==> config.mk <==
export PLATFORM = sky130hd
export DESIGN_NAME = identity_block
export DESIGN_NICKNAME = d
export VERILOG_FILES = /design/src/verilog/stage_types_pkg.sv /design/src/verilog/stage_config_pkg.sv /design/src/verilog/scale_unit.sv /design/src/verilog/skip_delay.sv /design/src/verilog/residual_add.sv /design/src/verilog/identity_block.sv
export SDC_FILE = /design/constraint.sdc
export NUM_CORES = 2
export LEC_CHECK = 0
export BUFFER_PORTS_ARGS = -buffer_cell sky130_fd_sc_hd__buf_2
export CAP_MARGIN = 20
export CORE_MARGIN = 1
export CORE_UTILIZATION = 60
export DETAILED_ROUTE_END_ITERATION = 8
export GPL_TIMING_DRIVEN = 0
export PLACE_DENSITY = 0.84
export SLEW_MARGIN = 20
export SYNTH_ARGS = -nofsm -noshare
export SYNTH_HDL_FRONTEND = slang
export SYNTH_SLANG_ARGS = --single-unit
==> constraint.sdc <==
create_clock -name clk -period 7.4 [get_ports clk]
set_input_delay 1.48 -clock clk [delete_from_list [all_inputs] [get_ports clk]]
set_output_delay 1.48 -clock clk [all_outputs]
set_load 0.01 [all_outputs]
==> src/verilog/stage_types_pkg.sv <==
package stage_types_pkg;

    ////////////////////////////////////////////////////////////
    // Word widths and fixed-point format
    ////////////////////////////////////////////////////////////

    localparam int DATA_WIDTH = 16;

    // Weight of 1 << FRAC_BITS is unity gain
    localparam int FRAC_BITS = 8;

    typedef logic signed [DATA_WIDTH-1:0]   pixel_t;
    typedef logic signed [DATA_WIDTH-1:0]   weight_t;
    typedef logic signed [2*DATA_WIDTH-1:0] product_t;

    // Clamp limits for any result written back as a pixel
    localparam pixel_t PIXEL_MAX = {1'b0, {(DATA_WIDTH-1){1'b1}}};
    localparam pixel_t PIXEL_MIN = {1'b1, {(DATA_WIDTH-1){1'b0}}};

    ////////////////////////////////////////////////////////////
    // Stream beats
    ////////////////////////////////////////////////////////////

    // One pixel beat, sampled whenever valid is high
    typedef struct packed {
        logic   valid;
        pixel_t data;
    } pixel_stream_t;

    // One write into a weight slot
    typedef struct packed {
        logic    valid;
        weight_t value;
    } weight_stream_t;

endpackage

==> src/verilog/stage_config_pkg.sv <==
package stage_config_pkg;

    ////////////////////////////////////////////////////////////
    // Stage structure
    ////////////////////////////////////////////////////////////

    // Identity blocks chained behind the conv block
    localparam int NUM_ID_BLOCKS = 2;

    // Slot order: main 1, main 2, shortcut
    localparam int CONV_WEIGHTS = 3;
    // Slot order: main 1, main 2, main 3
    localparam int ID_WEIGHTS = 3;

    localparam int NUM_WEIGHTS = CONV_WEIGHTS + NUM_ID_BLOCKS * ID_WEIGHTS;

    ////////////////////////////////////////////////////////////
    // Latencies in clock cycles
    ////////////////////////////////////////////////////////////

    localparam int CONV_LATENCY = 3;
    localparam int ID_LATENCY = 4;

    localparam int STAGE_LATENCY = CONV_LATENCY + NUM_ID_BLOCKS * ID_LATENCY;

endpackage

==> src/verilog/scale_unit.sv <==
`timescale 1ns/10ps

module scale_unit #(
    parameter bit APPLY_RELU = 1'b1
) (
    input  logic                           clk,
    input  logic                           rst,
    input  stage_types_pkg::weight_stream_t weight,
    input  stage_types_pkg::pixel_stream_t  pixel_in,
    output stage_types_pkg::pixel_stream_t  pixel_out
);

    import stage_types_pkg::*;

    weight_t  weight_q;
    product_t product;
    product_t shifted;
    pixel_t   result;
    pixel_t   data_q;
    logic     valid_q;

    // Weight slot, written straight from its stream
    always_ff @(posedge clk) begin
        if (rst) begin
            weight_q <= '0;
        end else if (weight.valid) begin
            weight_q <= weight.value;
        end
    end

    // Full-width signed product, then drop the fraction bits
    assign product = pixel_in.data * weight_q;
    assign shifted = product >>> FRAC_BITS;

    // Clamp to pixel range, then optional rectify
    always_comb begin
        if (shifted > product_t'(PIXEL_MAX)) begin
            result = PIXEL_MAX;
        end else if (shifted < product_t'(PIXEL_MIN)) begin
            result = PIXEL_MIN;
        end else begin
            result = pixel_t'(shifted);
        end
        if (APPLY_RELU && result < 0) begin
            result = '0;
        end
    end

    always_ff @(posedge clk) begin
        if (rst) begin
            valid_q <= 1'b0;
        end else begin
            valid_q <= pixel_in.valid;
        end
    end

    always_ff @(posedge clk) begin
        if (pixel_in.valid) begin
            data_q <= result;
        end
    end

    assign pixel_out.valid = valid_q;
    assign pixel_out.data  = data_q;

endmodule

==> src/verilog/skip_delay.sv <==
`timescale 1ns/10ps

module skip_delay #(
    parameter int DEPTH = 1
) (
    input  logic                          clk,
    input  logic                          rst,
    input  stage_types_pkg::pixel_stream_t pixel_in,
    output stage_types_pkg::pixel_stream_t pixel_out
);

    import stage_types_pkg::*;

    logic   [DEPTH-1:0] valid_sr;
    pixel_t [DEPTH-1:0] data_sr;

    // Valid pipe
    always_ff @(posedge clk) begin
        if (rst) begin
            valid_sr <= '0;
        end else begin
            valid_sr[0] <= pixel_in.valid;
            for (int i = 1; i < DEPTH; i++) begin
                valid_sr[i] <= valid_sr[i-1];
            end
        end
    end

    // Data moves every cycle to stay in step with valid
    always_ff @(posedge clk) begin
        data_sr[0] <= pixel_in.data;
        for (int i = 1; i < DEPTH; i++) begin
            data_sr[i] <= data_sr[i-1];
        end
    end

    assign pixel_out.valid = valid_sr[DEPTH-1];
    assign pixel_out.data  = data_sr[DEPTH-1];

endmodule

==> src/verilog/residual_add.sv <==
`timescale 1ns/10ps

module residual_add (
    input  logic                          clk,
    input  logic                          rst,
    input  stage_types_pkg::pixel_stream_t main_in,
    input  stage_types_pkg::pixel_stream_t skip_in,
    output stage_types_pkg::pixel_stream_t pixel_out
);

    import stage_types_pkg::*;

    // One extra bit so the sum cannot wrap
    logic signed [DATA_WIDTH:0] sum;
    pixel_t                     result;
    pixel_t                     data_q;
    logic                       valid_q;

    assign sum = main_in.data + skip_in.data;

    // Saturate then ReLU; the low clamp is swallowed by the ReLU
    always_comb begin
        if (sum > $signed({1'b0, PIXEL_MAX})) begin
            result = PIXEL_MAX;
        end else if (sum < 0) begin
            result = '0;
        end else begin
            result = pixel_t'(sum);
        end
    end

    // Main valid marks the beat
    always_ff @(posedge clk) begin
        if (rst) begin
            valid_q <= 1'b0;
        end else begin
            valid_q <= main_in.valid;
        end
    end

    always_ff @(posedge clk) begin
        if (main_in.valid && skip_in.valid) begin
            data_q <= result;
        end
    end

    assign pixel_out.valid = valid_q;
    assign pixel_out.data  = data_q;

endmodule

==> src/verilog/identity_block.sv <==
`timescale 1ns/10ps

module identity_block (
    input  logic                          clk,
    input  logic                          rst,
    input  stage_types_pkg::pixel_stream_t pixel_in,
    input  stage_types_pkg::weight_stream_t [stage_config_pkg::ID_WEIGHTS-1:0] weights,
    output stage_types_pkg::pixel_stream_t pixel_out
);

    import stage_types_pkg::*;
    import stage_config_pkg::*;

    // Shortcut must match the three main steps
    localparam int SKIP_DEPTH = ID_LATENCY - 1;

    pixel_stream_t main_1;
    pixel_stream_t main_2;
    pixel_stream_t main_3;
    pixel_stream_t skip_aligned;

    ////////////////////////////////////////////////////////////
    // Main path
    ////////////////////////////////////////////////////////////

    scale_unit #(
        .APPLY_RELU(1'b1)
    ) u_main_1 (
        .clk      (clk),
        .rst      (rst),
        .weight   (weights[0]),
        .pixel_in (pixel_in),
        .pixel_out(main_1)
    );

    scale_unit #(
        .APPLY_RELU(1'b1)
    ) u_main_2 (
        .clk      (clk),
        .rst      (rst),
        .weight   (weights[1]),
        .pixel_in (main_1),
        .pixel_out(main_2)
    );

    // No ReLU before the sum
    scale_unit #(
        .APPLY_RELU(1'b0)
    ) u_main_3 (
        .clk      (clk),
        .rst      (rst),
        .weight   (weights[2]),
        .pixel_in (main_2),
        .pixel_out(main_3)
    );

    ////////////////////////////////////////////////////////////
    // Identity shortcut, input pixel unscaled
    ////////////////////////////////////////////////////////////

    skip_delay #(
        .DEPTH(SKIP_DEPTH)
    ) u_skip_delay (
        .clk      (clk),
        .rst      (rst),
        .pixel_in (pixel_in),
        .pixel_out(skip_aligned)
    );

    residual_add u_add (
        .clk      (clk),
        .rst      (rst),
        .main_in  (main_3),
        .skip_in  (skip_aligned),
        .pixel_out(pixel_out)
    );

endmodule

==> Word level (Yosys, flattened, before mapping) <==
Cells that the tools add are included.
{ "word_totals": {"ff_bits": 167, "latchBits": 0, "ramBits": 0, "rom_bits": 0, "in_bits": 70, "out_inout_bits": 17, "n_memories": 0} }
{ "op_classes": {"n_addsub": 1, "n_mul": 3, "div": 0, "magnitude_cmp": 10, "eq_ne": 0, "shift": 0, "mux": 6, "bitwise": 0, "reduce_logical": 2} }
{ "ops": {"columns": ["operator", "count"], "rows": [
  ["multiplier 16 x 16 -> 32 bit", 3],
  ["two-way mux 16 bit", 5],
  ["> comparator 24 x 16 -> 1 bit (second input constant)", 3],
  ["less-than comparator 24 x 16 -> 1 bit (second input constant)", 3],
  ["less-than comparator 16 x 1 -> 1 bit (second input constant)", 2],
  ["adder 16 x 16 -> 17 bit", 1],
  ["> comparator 17 x 16 -> 1 bit (second input constant)", 1],
  ["less-than comparator 17 x 1 -> 1 bit (second input constant)", 1],
  ["two-way mux 15 bit", 1],
  ["OR reduction 2 bit", 1],
  ["logical AND 1 bit", 1]
]} }

==> Logic depth before layout (Yosys ltp) <==
{ "logic_depth": {"depth_word": 5, "depth_mapped": 26, "depth_no_buf": 24} }

==> Hierarchy <==
Synthesis repeated with hierarchy kept, for this count alone.
{ "hier_totals": {"hier_cells": 3816, "hier_area_um2": 36075.8} }
{ "modules_own_cells": {"columns": ["module", "n_inst", "cells_per_inst", "area_per_inst_um2"], "rows": [
  ["scale_unit (u_main_3)", 1, 1213, 11338.4],
  ["scale_unit (u_main_2)", 1, 1201, 11183.2],
  ["scale_unit (u_main_1)", 1, 1184, 10951.8],
  ["residual_add", 1, 147, 1435.1],
  ["skip_delay", 1, 71, 1167.4]
]} }

==> Worst setup path before layout <==
OpenSTA, ideal clock, no wires.
{ "synth_timing": {"path_kind": "input to register", "start": "in pixel_in[15] (netlist name)", "end": "reg u_main_1.data_q[4] (data pin)", "arrival_time_ns": 7.537, "required_ns": 7.127, "setup_slack_ns": -0.409, "stages": 24, "cell_sequence": "clkbuf_1 > nand2_1 > inv_1 > fa_1 > inv_1 > fa_1 > fa_1 > inv_1 > fa_1 > fa_1 > inv_1 > fa_1 > inv_1 > ha_1 > and2_1 > or2_0 > a221o_1 > or3_1 > a21oi_1 > xnor2_2 > nand4_1 > nor4b_4 > buf_4 > a21oi_1"} }
{ "synth_between": {"elab_chain_len": 5} }
{ "synth_lines": {"columns": ["element", "line_no", "rtl"], "rows": [
  ["start, declared", "identity_block.sv:6", "input stage_types_pkg::pixel_stream_t pixel_in,"],
  ["multiplier 16 x 16 -> 32 bit *", "scale_unit.sv:32", "assign product = pixel_in.data * weight_q;"],
  ["less-than comparator 24 x 16 -> 1 bit", "scale_unit.sv:39", "end else if (shifted < product_t'(PIXEL_MIN)) begin"],
  ["two-way mux 16 bit", "scale_unit.sv:39", null],
  ["two-way mux 16 bit *", "scale_unit.sv:37", "if (shifted > product_t'(PIXEL_MAX)) begin"],
  ["less-than comparator 16 x 1 -> 1 bit", "scale_unit.sv:44", "if (APPLY_RELU && result < 0) begin"],
  ["end signal, assigned", "scale_unit.sv:59", "data_q <= result;"],
  ["end, declared", "scale_unit.sv:19", "pixel_t data_q;"]
]} }
Every way passes the cells marked *; elsewhere a longest branch is shown, timed or not.
A chain may end at the register's enable or synchronous reset.

==> Worst setup path in the final report <==
{ "layout_timing": {"start": "in pixel_in[7] (netlist name)", "end": "reg u_main_1.data_q[12] (data pin)"} }
The elaborated chain is that of the path after synthesis.

==> qor.txt <==
Failing checks = setup timing
Arr. time, crit path = 7.90 ns
Synth Cell Area = 0.0347 mm^2
Reg2reg end = u_main_1.data_q[12]
Setup tns final = -2.99 ns
Fmax = 0.131 GHz
# setup viols final = 15
CP Launch Type = input pin
Main flop type after synthesis = dfxtp_1
First-pass DRT Iterations = 6
Hold Crit Class = register to register
Max clock buf depth = 2
CTS Sinks = 164
DRC = 0
Global route overflow = 0
Hold depth = 0
Worst-case clock skew = 0.0135 ns
Dpl ws = -1.16 ns
Core ar. = 0.0568 mm^2
Hold path startpoint = u_skip_delay.data_sr[29]
Die Y = 243 um
Rows = 87
Final Hold Violating Endpoints = 0
Initial Util = 61.1%
Layout cell share with drive strength beyond 1 = 10.2%
Outcome = complete, but fails checks
Final core area utilization = 67.3%
Worst R2R Path Depth = 24
FFs w/ async S/R, synth = 0%
Routed len/inst = 18.8 um
Relative slew slack = 20.0%
CTS tree = built
Via Count = 25500
DRT iter0 DRCs = 1894
RR Startpoint = u_main_1.weight_q[10]
Total GRT Usage = 30.8%
WL final = 86.4 mm
Final GP Congestion = 0.996
Hold_buf cts = 0
Pins Over Slew Limit = 0
First-pass GRT wire length = 141 mm
Post-route setup slack = -0.252 ns
Final cycle utilization of the critical path = 103%
Syn avg cell area = 9.53 um^2
Final ANT Viol Nets = 0
Root buffer cell = clkbuf_16
Clock Latency Late Sink = 0.50 ns
Max incr delay on CP = 0.58 ns
HPWL Detailed = 69.1 mm
# port buffers = 82
Largest net degree at the start of global routing = 19
Sequential share of the synthesized area = 11.3%
Total CTS buffers = 17
Crit path top cell by count = fa_1
Crit path max fanout = 8
Critical Path RT = 7.64 ns
EDFF count, synth = 64
Gate Count Post-Synth = 3645
Yosys reg bits = 164
Finished Layout Cells = 4595
Final nets = 4932
Number of global-route vias before repair = 27800
I/O pins = 87
FF-to-FF setup slack = -0.18 ns
Placed insts = 4485
Max cap viols = 0
Die area = 0.0589 mm^2
Critical path class = input pin to register
Synth warnings = 0
Critical-path top delay cell = fa_1
Area grow syn2layout = 10.1%
RSZ-0062 raised after global routing = true
Clock transition at the registers of the reported paths = 0.07 ns
Crit end category = register
Synth unique cells = 74
Worst Tran Pin Value = 1.20 ns
Hold path endpoint = u_skip_delay.pixel_out[13]
Initial antenna violation count = 0
Minimum clock period = 7.65 ns
Die width = 243 um
H-tree levels = 4
Vias per cell = 5.56
state kept, by name, summed over array words and instances (netlist names):
| signal | count |
|---|---|
| u_main_3.data_q | 16 |
| u_main_2.weight_q | 16 |
| u_main_1.data_q | 16 |
| u_skip_delay.pixel_out | 16 |
| u_main_2.data_q | 16 |
| u_skip_delay.data_sr | 32 |
| u_main_3.weight_q | 16 |
| u_main_1.weight_q | 16 |
| u_skip_delay.valid_sr | 3 |
| u_add.valid_q | 1 |
| u_add.data_q | 16 |
how the worst max path moves through the flow:
stage,from,endpoint,slack [ns],cells past startpoint
after floorplan,pixel_in[15],u_main_1.data_q[4],-0.08,24
after global placement,pixel_in[15],u_main_1.data_q[4],-1.08,22
after detailed placement,pixel_in[11],u_main_1.data_q[4],-1.16,22
after CTS,pixel_in[15],u_main_1.data_q[3],-0.02,26
after global routing,pixel_in[10],u_main_1.data_q[12],-0.39,25
final,pixel_in[7],u_main_1.data_q[12],-0.25,25
critical path, delay by kind of cell:
| kind | cells | cell delay [ns] |
|---|---|---|
| compound gates | 3 | 0.60 |
| xor+xnor | 1 | 0.26 |
| fa+ha+maj | 7 | 3.25 |
| buf+inv | 7 | 0.80 |
| simple gates | 7 | 1.50 |
cells by family (layout without fill, tap and decap cells):
kind of cell / count (synthesis) / count (layout) / share of synthesized area [%]
muxes: 53 / 53 / 1.53
other: 1 / 4 / 0.0108
xor gates and xnor gates: 103 / 103 / 2.62
adders and majority gates: 1037 / 1037 / 54.3
and+or+nand+nor: 1004 / 1004 / 14.2
buffers and inverters: 1030 / 1221 / 11.2
DFF: 164 / 164 / 11.3
AOI/OAI and AO/OA: 253 / 253 / 4.82
placed cells by master (no fill, tap or decap), types with 6 or more instances in the layout:
cell,Yosys,layout
nor3_1,10,9
and3_1,10,10
clkbuf_4,0,6
buf_6,3,13
o21ai_0,29,28
a21o_1,26,26
nor2b_1,11,11
and2_1,353,348
nand3_1,15,15
ha_1,253,249
o211ai_1,8,8
xnor2_1,73,71
buf_8,0,7
a21oi_2,2,18
nor2_1,112,111
inv_1,906,900
nand2b_1,22,22
fa_2,0,11
clkbuf_16,0,27
edfxtp_1,64,64
or3_1,10,8
buf_4,2,91
a31oi_1,11,9
fa_1,784,773
mux2i_1,52,52
clkbuf_1,118,35
o21bai_1,8,8
a21oi_1,110,91
xor2_1,29,29
nand4_1,17,17
buf_2,1,75
nand2_1,426,420
dfxtp_1,100,82
dfxtp_2,0,15
clkbuf_2,0,41
cells in the mapped netlist, types with 8 or more instances:
cell type  number  area, um^2
inv_1         906        3400
xnor2_1        73         639
fa_1          784       15700
a21o_1         26         195
nand2_1       426        1600
o21ai_0        29         145
or3_1          10        62.6
nor3_1         10        50.1
and2_1        353        2210
xor2_1         29         254
o211ai_1        8        60.1
and3_1         10        62.6
ha_1          253        3170
mux2i_1        52         521
nor2_1        112         420
o21bai_1        8        60.1
edfxtp_1       64        1920
nor2b_1        11        68.8
dfxtp_1       100        2000
nand2b_1       22         138
a31oi_1        11        68.8
nand4_1        17         106
clkbuf_1      118         443
a21oi_1       110         551
nand3_1        15        75.1
area by class of cell:
cell class	instances	area [um^2]
Timing Repair Buffer	167	1170
Antenna cell	1	2.50
Tap cell	756	946
Multi-Input combinational cell	2453	27300
Buffer	116	840
Sequential cell	164	3950
Clock buffer	17	425
Fill cell	4120	18600
Clock inverter	15	211
Inverter	906	3400
metrics by stage:
step	instance area [um^2]	hold slack (ns)
floorplan	34900	0.310
global placement	36200	0.311
detailed placement	36200	0.312
CTS	37600	0.329
global route	38300	0.332
finish	38300	0.325
repair_timing:
action                     in CTS  in global routing
setup endpoints to repair      45                 45
gates cloned                    2                  0
pin swaps                      16                 27
gates resized for setup       145                138
buffers inserted               34                 49
metal layers:
metal,GRT usage (%),share of wire [%],vias to the layer above
met2,51.2,49,1212
met4,16.0,5.7,0
met5,0,0,-
met3,7.29,9.0,344
met1,37.4,36,12800
li1,-,-,11200
Power is not shown: default switching activity piles up to over one toggle a cycle in this logic, so the estimate is an artifact.
