<file path="src/verilog/stage_types_pkg.sv">
package stage_types_pkg;

    ////////////////////////////////////////////////////////////
    // Word widths and fixed-point format
    ////////////////////////////////////////////////////////////

    localparam int DATA_WIDTH = 16;

    // Weight of 1 << FRAC_BITS is unity gain
    localparam int FRAC_BITS = 8;

    typedef logic signed [DATA_WIDTH-1:0]   pixel_t;
    typedef logic signed [DATA_WIDTH-1:0]   weight_t;
    typedef logic signed [2*DATA_WIDTH-1:0] product_t;

    // Clamp limits for any result written back as a pixel
    localparam pixel_t PIXEL_MAX = {1'b0, {(DATA_WIDTH-1){1'b1}}};
    localparam pixel_t PIXEL_MIN = {1'b1, {(DATA_WIDTH-1){1'b0}}};

    ////////////////////////////////////////////////////////////
    // Stream beats
    ////////////////////////////////////////////////////////////

    // One pixel beat, sampled whenever valid is high
    typedef struct packed {
        logic   valid;
        pixel_t data;
    } pixel_stream_t;

    // One write into a weight slot
    typedef struct packed {
        logic    valid;
        weight_t value;
    } weight_stream_t;

endpackage

</file>
<file path="src/verilog/stage_config_pkg.sv">
package stage_config_pkg;

    ////////////////////////////////////////////////////////////
    // Stage structure
    ////////////////////////////////////////////////////////////

    // Identity blocks chained behind the conv block
    localparam int NUM_ID_BLOCKS = 2;

    // Slot order: main 1, main 2, shortcut
    localparam int CONV_WEIGHTS = 3;
    // Slot order: main 1, main 2, main 3
    localparam int ID_WEIGHTS = 3;

    localparam int NUM_WEIGHTS = CONV_WEIGHTS + NUM_ID_BLOCKS * ID_WEIGHTS;

    ////////////////////////////////////////////////////////////
    // Latencies in clock cycles
    ////////////////////////////////////////////////////////////

    localparam int CONV_LATENCY = 3;
    localparam int ID_LATENCY = 4;

    localparam int STAGE_LATENCY = CONV_LATENCY + NUM_ID_BLOCKS * ID_LATENCY;

endpackage

</file>
<file path="src/verilog/scale_unit.sv">
`timescale 1ns/10ps

module scale_unit #(
    parameter bit APPLY_RELU = 1'b1
) (
    input  logic                           clk,
    input  logic                           rst,
    input  stage_types_pkg::weight_stream_t weight,
    input  stage_types_pkg::pixel_stream_t  pixel_in,
    output stage_types_pkg::pixel_stream_t  pixel_out
);

    import stage_types_pkg::*;

    weight_t  weight_q;
    product_t product;
    product_t shifted;
    pixel_t   result;
    pixel_t   data_q;
    logic     valid_q;

    // Weight slot, written straight from its stream
    always_ff @(posedge clk) begin
        if (rst) begin
            weight_q <= '0;
        end else if (weight.valid) begin
            weight_q <= weight.value;
        end
    end

    // Full-width signed product, then drop the fraction bits
    assign product = pixel_in.data * weight_q;
    assign shifted = product >>> FRAC_BITS;

    // Clamp to pixel range, then optional rectify
    always_comb begin
        if (shifted > product_t'(PIXEL_MAX)) begin
            result = PIXEL_MAX;
        end else if (shifted < product_t'(PIXEL_MIN)) begin
            result = PIXEL_MIN;
        end else begin
            result = pixel_t'(shifted);
        end
        if (APPLY_RELU && result < 0) begin
            result = '0;
        end
    end

    always_ff @(posedge clk) begin
        if (rst) begin
            valid_q <= 1'b0;
        end else begin
            valid_q <= pixel_in.valid;
        end
    end

    always_ff @(posedge clk) begin
        if (pixel_in.valid) begin
            data_q <= result;
        end
    end

    assign pixel_out.valid = valid_q;
    assign pixel_out.data  = data_q;

endmodule

</file>
<file path="src/verilog/skip_delay.sv">
`timescale 1ns/10ps

module skip_delay #(
    parameter int DEPTH = 1
) (
    input  logic                          clk,
    input  logic                          rst,
    input  stage_types_pkg::pixel_stream_t pixel_in,
    output stage_types_pkg::pixel_stream_t pixel_out
);

    import stage_types_pkg::*;

    logic   [DEPTH-1:0] valid_sr;
    pixel_t [DEPTH-1:0] data_sr;

    // Valid pipe
    always_ff @(posedge clk) begin
        if (rst) begin
            valid_sr <= '0;
        end else begin
            valid_sr[0] <= pixel_in.valid;
            for (int i = 1; i < DEPTH; i++) begin
                valid_sr[i] <= valid_sr[i-1];
            end
        end
    end

    // Data moves every cycle to stay in step with valid
    always_ff @(posedge clk) begin
        data_sr[0] <= pixel_in.data;
        for (int i = 1; i < DEPTH; i++) begin
            data_sr[i] <= data_sr[i-1];
        end
    end

    assign pixel_out.valid = valid_sr[DEPTH-1];
    assign pixel_out.data  = data_sr[DEPTH-1];

endmodule

</file>
<file path="src/verilog/residual_add.sv">
`timescale 1ns/10ps

module residual_add (
    input  logic                          clk,
    input  logic                          rst,
    input  stage_types_pkg::pixel_stream_t main_in,
    input  stage_types_pkg::pixel_stream_t skip_in,
    output stage_types_pkg::pixel_stream_t pixel_out
);

    import stage_types_pkg::*;

    // One extra bit so the sum cannot wrap
    logic signed [DATA_WIDTH:0] sum;
    pixel_t                     result;
    pixel_t                     data_q;
    logic                       valid_q;

    assign sum = main_in.data + skip_in.data;

    // Saturate then ReLU; the low clamp is swallowed by the ReLU
    always_comb begin
        if (sum > $signed({1'b0, PIXEL_MAX})) begin
            result = PIXEL_MAX;
        end else if (sum < 0) begin
            result = '0;
        end else begin
            result = pixel_t'(sum);
        end
    end

    // Main valid marks the beat
    always_ff @(posedge clk) begin
        if (rst) begin
            valid_q <= 1'b0;
        end else begin
            valid_q <= main_in.valid;
        end
    end

    always_ff @(posedge clk) begin
        if (main_in.valid && skip_in.valid) begin
            data_q <= result;
        end
    end

    assign pixel_out.valid = valid_q;
    assign pixel_out.data  = data_q;

endmodule

</file>
<file path="src/verilog/conv_block.sv">
`timescale 1ns/10ps

module conv_block (
    input  logic                          clk,
    input  logic                          rst,
    input  stage_types_pkg::pixel_stream_t pixel_in,
    input  stage_types_pkg::weight_stream_t [stage_config_pkg::CONV_WEIGHTS-1:0] weights,
    output stage_types_pkg::pixel_stream_t pixel_out
);

    import stage_types_pkg::*;
    import stage_config_pkg::*;

    // Shortcut scale is one step shorter than the main path
    localparam int SKIP_DEPTH = CONV_LATENCY - 2;

    pixel_stream_t main_1;
    pixel_stream_t main_2;
    pixel_stream_t skip_scaled;
    pixel_stream_t skip_aligned;

    ////////////////////////////////////////////////////////////
    // Main path
    ////////////////////////////////////////////////////////////

    scale_unit #(
        .APPLY_RELU(1'b1)
    ) u_main_1 (
        .clk      (clk),
        .rst      (rst),
        .weight   (weights[0]),
        .pixel_in (pixel_in),
        .pixel_out(main_1)
    );

    // Last main step stays signed
    scale_unit #(
        .APPLY_RELU(1'b0)
    ) u_main_2 (
        .clk      (clk),
        .rst      (rst),
        .weight   (weights[1]),
        .pixel_in (main_1),
        .pixel_out(main_2)
    );

    ////////////////////////////////////////////////////////////
    // Projection shortcut
    ////////////////////////////////////////////////////////////

    scale_unit #(
        .APPLY_RELU(1'b0)
    ) u_skip_scale (
        .clk      (clk),
        .rst      (rst),
        .weight   (weights[2]),
        .pixel_in (pixel_in),
        .pixel_out(skip_scaled)
    );

    skip_delay #(
        .DEPTH(SKIP_DEPTH)
    ) u_skip_delay (
        .clk      (clk),
        .rst      (rst),
        .pixel_in (skip_scaled),
        .pixel_out(skip_aligned)
    );

    // Merge
    residual_add u_add (
        .clk      (clk),
        .rst      (rst),
        .main_in  (main_2),
        .skip_in  (skip_aligned),
        .pixel_out(pixel_out)
    );

endmodule

</file>
<file path="config.mk">
export PLATFORM = sky130hd
export DESIGN_NAME = conv_block
export DESIGN_NICKNAME = d
export VERILOG_FILES = /design/src/verilog/stage_types_pkg.sv /design/src/verilog/stage_config_pkg.sv /design/src/verilog/scale_unit.sv /design/src/verilog/skip_delay.sv /design/src/verilog/residual_add.sv /design/src/verilog/conv_block.sv
export SDC_FILE = /design/constraint.sdc
export NUM_CORES = 2
export LEC_CHECK = 0
export ABC_CLOCK_PERIOD_IN_PS = 16700
export BUFFER_PORTS_ARGS = -buffer_cell sky130_fd_sc_hd__buf_2
export CAP_MARGIN = 10
export CORE_MARGIN = 3
export CORE_UTILIZATION = 30
export DETAILED_ROUTE_END_ITERATION = 7
export GPL_TIMING_DRIVEN = 0
export SLEW_MARGIN = 0
export SYNTH_ARGS = -nofsm -noshare
export SYNTH_HDL_FRONTEND = slang
export SYNTH_SLANG_ARGS = --single-unit
</file>
<file path="constraint.sdc">
create_clock -name clk -period 16.7 [get_ports clk]
set_input_delay 2.505 -clock clk [delete_from_list [all_inputs] [get_ports clk]]
set_output_delay 2.505 -clock clk [all_outputs]
set_load 0.005 [all_outputs]
</file>
# Yosys cells after proc, flatten, opt, wreduce, memory -nomap -nowiden
# Cells that the tools add are included.
[totals]
wordCells = 31
reg_bits = 131
[classes]
reduce_logical = 1
muxes = 5
order_cmp = 9
add_sub_neg = 1
multipliers = 3
[op_table]
columns = ["op", "n"]
rows = [
  ["$mul 16x16->32", 3],
  ["$gt 24x16->1 const B", 3],
  ["$lt 24x16->1 const B", 3],
  ["$mux 16", 4],
  ["$add 16x16->17", 1],
  ["$gt 17x16->1 const B", 1],
  ["$lt 17x1->1 const B", 1],
  ["$lt 16x1->1 const B", 1],
  ["$mux 15", 1],
  ["$reduce_or 2->1", 1],
]

# Longest topological paths before layout
[logic_depth]
ltp_word = 5
ltp_mapped = 26
depth_no_buf = 24

# Modules after synthesis
# Synthesis repeated with hierarchy kept, for this count alone.
[unflattened]
cells_unflattened = 3756
area_unflattened_um2 = 35068.6
[modules_own_cells]
columns = ["mod", "cells_per_inst", "instances", "area_per_inst_um2", "seq_area_each_um2"]
rows = [
  ["scale_unit at u_skip_scale", 1206, 1, 11180.7, 820.8],
  ["scale_unit at u_main_2", 1204, 1, 11126.9, 820.8],
  ["scale_unit at u_main_1", 1180, 1, 10964.3, 820.8],
  ["residual_add", 147, 1, 1435.1, 500.5],
  ["skip_delay", 19, 1, 361.6, 340.3],
]

# Worst setup path after synthesis
# No wires, ideal clock.
[synth_path]
path_type = "input port to flip-flop"
start = "input port pixel_in[15] (netlist bit)"
end = "register u_skip_scale.data_q[12], data pin"
path_buffers = 2
path_slack_ns = 7.892
cell_stages = 22
t_arrival_ns = 8.540
cell_sequence = "clkbuf_1 nand2_1 fa_1 inv_1 fa_1 inv_1 fa_1 fa_1 inv_1 fa_1 fa_1 ha_1 or2_2 a21oi_1 nor3b_1 o21ai_2 o211ai_4 a31oi_1 xnor2_1 o41ai_4 buf_6 o31ai_1"
[synth_via]
elab_chain_len = 3
word_cells_on_any_way = 4
cone_classes = "1 x mul; 2 x order compare; 1 x mux"
[synth_lines]
columns = ["item", "line_no", "rtl"]
rows = [
  ["start: declaration", "conv_block.sv:6", "input stage_types_pkg::pixel_stream_t pixel_in,"],
  ["$mul 16x16->32 (*)", "scale_unit.sv:32", "assign product = pixel_in.data * weight_q;"],
  ["$lt 24x16->1", "scale_unit.sv:39", "end else if (shifted < product_t'(PIXEL_MIN)) begin"],
  ["$mux 16", "scale_unit.sv:39", ""],
  ["end signal: assignment", "scale_unit.sv:59", "data_q <= result;"],
  ["end: declaration", "scale_unit.sv:19", "pixel_t data_q;"],
]
# Mark *: on every way between the ends. The rest lies on a longest branch, timed or not.
# A chain may end at the register's enable or synchronous reset.

# Worst setup path after layout
[layout_path]
start = "input port pixel_in[9] (netlist bit)"
end = "register u_skip_scale.data_q[12], data pin"
# Same word-level chain as after synthesis.

==> results.md <==
- Status: finished clean
- Die W: 343.9 um
- Area of the die: 118,200 um2
- Clk sinks: 131
- Detail Placement HPWL: 77,660 um
- Worst skew pair latency: 490 ps
- Post-CTS setup buffer count: 0
- GPL Wtd Cong: 0.9352
- Cts repair resizes: 0
- Reg2reg path depth: 25
- Seq cells post-synth: 131
- Via count: 24,140
- Worst-path clk slew: 60 ps
- Final Hold Violating Endpoints: 0
- Total track usage: 16.22%
- Layout cells sized above 1: 4.805%
- Synth Warn #: 0
- Pwr dens: 194.7 nW/um2
- Setup tns final: 0 ps
- Final core occ: 32.93%
- Cells after Synth: 3,609
- Post-synthesis sequential area ratio: 9.529%
- Filler instances: 11,690
- # DRC: 0
- Total Nets Final: 4,819
- Initial antenna violation count: 8
- Area grow syn2layout: 8.492%
- Critical path endpoint: u_skip_scale.data_q[12]$_SDFFCE_PN1P_
- Startpoint types: input port
- CTS Buffer Depth: 2
- Worst hold slack: 338.4 ps
- Cts-stage hold buffer count: 0
- TritonCTS clock tree: built
- RR Endpoint: u_skip_scale.data_q[12]$_SDFFCE_PN1P_
- Tot Pwr: 7.234 mW
- Pre-antenna DRT Iters: 5
- # H-tree levels: 4
- Clk_skew: 22.63 ps
- Starting Density: 30.36%
- R2r startpoint: u_skip_scale.weight_q[7]$_SDFFE_PP0P_
- Yosys top cell area share: 45.83%
- Post-Route WL: 91,100 um
- Leakage: 18.43 nW
- Routed len/inst: 17.41 um
- Max-slew headroom: 29.66%
- Crit. End Element: flop
- CP required: 16,860 ps
- Antenna-violating nets left: 0
- F_max: 97.04 MHz
- FF-to-FF setup slack: 8150 ps
- Final Slew Violations: 0
- Vias per cell: 4.614
- Vert. Die Dim: 343.9 um
- Synth Cell Area: 34,240 um2
- Min Tclk post-route: 10,310 ps
- Tcrit/Tclk final: 61.71%
- Number of flops mapped to enable cells by yosys: 64
- # Max-Cap Violations: 0
- Sequential cell area: 3263 um2
- Post-synth cell types: 77
- Min-Delay Path Class: flop to flop
- First-pass GRT wire length: 147,300 um
- Synthesized area per cell: 9.488 um2
- CTS Buf Count: 17
- Largest net degree at the start of global routing: 34
- CP max FO: 10
- Rows: 123
- Vias in the first global route: 26,390
- Area occupied by multi-input gates: 27,030 um2
- Leading area contributor after synthesis: fa_1
- Fraction of registers with async set/reset: 0%
- I/O pin count: 87
- RSZ-0062 raised after global routing: false
- Core Area: 112,800 um2
- Final setup viols: 0
- Drt initial violations: 1,261
- Port Buffer Count: 82
- Worst-margin pin slew: 1055 ps
- Critical path class: input port to flop
- Root Driver: clkbuf_16
- VDD IR-drop max: 0.2222 mV
- CP startpoint: pixel_in[9]
- Top cells by area, synth: fa_1 (46%), inv_1 (10%), ha_1 (9.2%)
- Final global-route overflow total: 0
- Ys flop type: dfxtp_1
- CP Data Arrival Time: 10,460 ps
-- metal layers --
metal	vias up	share of wire (%)	global-route usage [%]
li1	10900	-	-
met1	12480	43	21.70
met2	662	48	27.48
met3	99	7.2	2.916
met4	4	1.9	3.422
met5	-	0.037	0
-- worst max-delay path: stages --
cell	delay (ps)
buf_2	260
clkbuf_1	640
nand2_1	160
fa_1	530
fa_1	460
fa_1	600
inv_1	80
fa_1	490
fa_1	500
inv_1	50
fa_1	470
inv_1	40
ha_1	330
a21oi_1	90
o21ai_1	350
o21ai_0	330
nor4_2	630
o21ai_2	160
o211ai_4	180
a31oi_1	150
xnor2_1	210
o41ai_4	800
buf_6	260
o31ai_1	170
-- power by group --
group | total [mW] | internal (mW) | switching (mW)
clock network | 0.378 | 0.208 | 0.170
logic | 6.11 | 2.46 | 3.64
registers | 0.748 | 0.628 | 0.120
total | 7.23 | 3.30 | 3.93
-- stage by stage --
step           area [um2]  instances  setup WS, ps
6_report            37150       5232          6395
5_1_grt             37130       5225          6092
4_1_cts             37130       5225          6588
3_5_place_dp        36560       5193          6112
3_3_place_gp        36530       5192          6160
2_1_floorplan       34250       3610          7892
-- state kept, by name, summed over array words and instances (netlist names), 16 cells and up --
register / cells
u_add.data_q: 16
u_main_2.weight_q: 16
u_skip_scale.weight_q: 16
u_skip_delay.data_sr: 16
u_main_2.data_q: 16
u_main_1.data_q: 16
u_main_1.weight_q: 16
u_skip_scale.data_q: 16
-- kinds of logic (layout without fill, tap and decap cells) --
logic type,after synthesis,count (layout),synth area share (%)
buffers and inverters,1045,1160,11.54
adders and majority gates,1037,1037,55.08
and+or+nand+nor,977,977,14.18
AOI/OAI and AO/OA,270,270,5.671
DFF,131,131,9.529
xor gates and xnor gates,94,94,2.404
muxes,54,54,1.582
other,1,9,0.01095
-- Yosys cell counts, types with 6 or more instances --
| library cell | number |
|---|---|
| o21a_1 | 9 |
| ha_1 | 253 |
| o21ai_1 | 12 |
| xor2_1 | 30 |
| nand3_1 | 12 |
| nor2_1 | 112 |
| a21oi_1 | 72 |
| nor3_1 | 14 |
| o21bai_1 | 7 |
| o21ai_2 | 18 |
| and3_1 | 8 |
| and2_1 | 357 |
| nand2_1 | 393 |
| nand4_1 | 11 |
| or2_2 | 9 |
| o21ai_0 | 35 |
| nor2b_1 | 11 |
| clkbuf_1 | 130 |
| a211oi_1 | 6 |
| dfxtp_1 | 67 |
| edfxtp_1 | 64 |
| nand2b_1 | 25 |
| o31ai_1 | 6 |
| fa_1 | 784 |
| xnor2_1 | 64 |
| mux2i_1 | 53 |
| a21o_1 | 42 |
| inv_1 | 908 |
| a31oi_1 | 8 |
-- placed cells by master (no fill, tap or decap), types with 11 or more instances in the layout --
cell type / n
o21ai_0: 35
dfxtp_1: 67
nand4_1: 11
and2_1: 357
clkbuf_1: 131
xnor2_1: 64
nor2_1: 112
ha_1: 253
a21oi_1: 72
inv_1: 908
nor2b_1: 11
buf_2: 84
o21ai_2: 18
clkbuf_16: 17
nand2b_1: 25
xor2_1: 30
nand3_1: 12
edfxtp_1: 64
nand2_1: 393
o21ai_1: 12
fa_1: 784
mux2i_1: 53
nor3_1: 14
a21o_1: 42
-- worst min path at each step --
stage | cells past startpoint | slack [ps] | endpoint | startpoint
2_1_floorplan | 0 | 320 | u_skip_delay.data_sr[0]$_DFF_P_ | u_skip_scale.data_q[0]$_SDFFCE_PN1P_
3_3_place_gp | 0 | 320 | u_skip_delay.data_sr[0]$_DFF_P_ | u_skip_scale.data_q[0]$_SDFFCE_PN1P_
3_5_place_dp | 0 | 330 | u_skip_delay.data_sr[3]$_DFF_P_ | u_skip_scale.data_q[3]$_SDFFCE_PN1P_
4_1_cts | 0 | 340 | u_skip_delay.data_sr[3]$_DFF_P_ | u_skip_scale.data_q[3]$_SDFFCE_PN1P_
5_1_grt | 0 | 350 | u_skip_delay.data_sr[13]$_DFF_P_ | u_skip_scale.data_q[13]$_SDFFCE_PN1P_
6_report | 0 | 340 | u_skip_delay.data_sr[0]$_DFF_P_ | u_skip_scale.data_q[0]$_SDFFCE_PN1P_
-- final cells by class --
type	count	share of cell area, %
Tap cell	1500	5.052
Multi-Input combinational cell	2434	72.76
Antenna cell	7	0.04715
Clock inverter	14	0.3839
Clock buffer	18	1.155
Buffer	137	1.462
Sequential cell	131	8.784
Timing Repair Buffer	83	1.179
Inverter	908	9.174
Note: power is estimated with default switching activity, not from simulation.
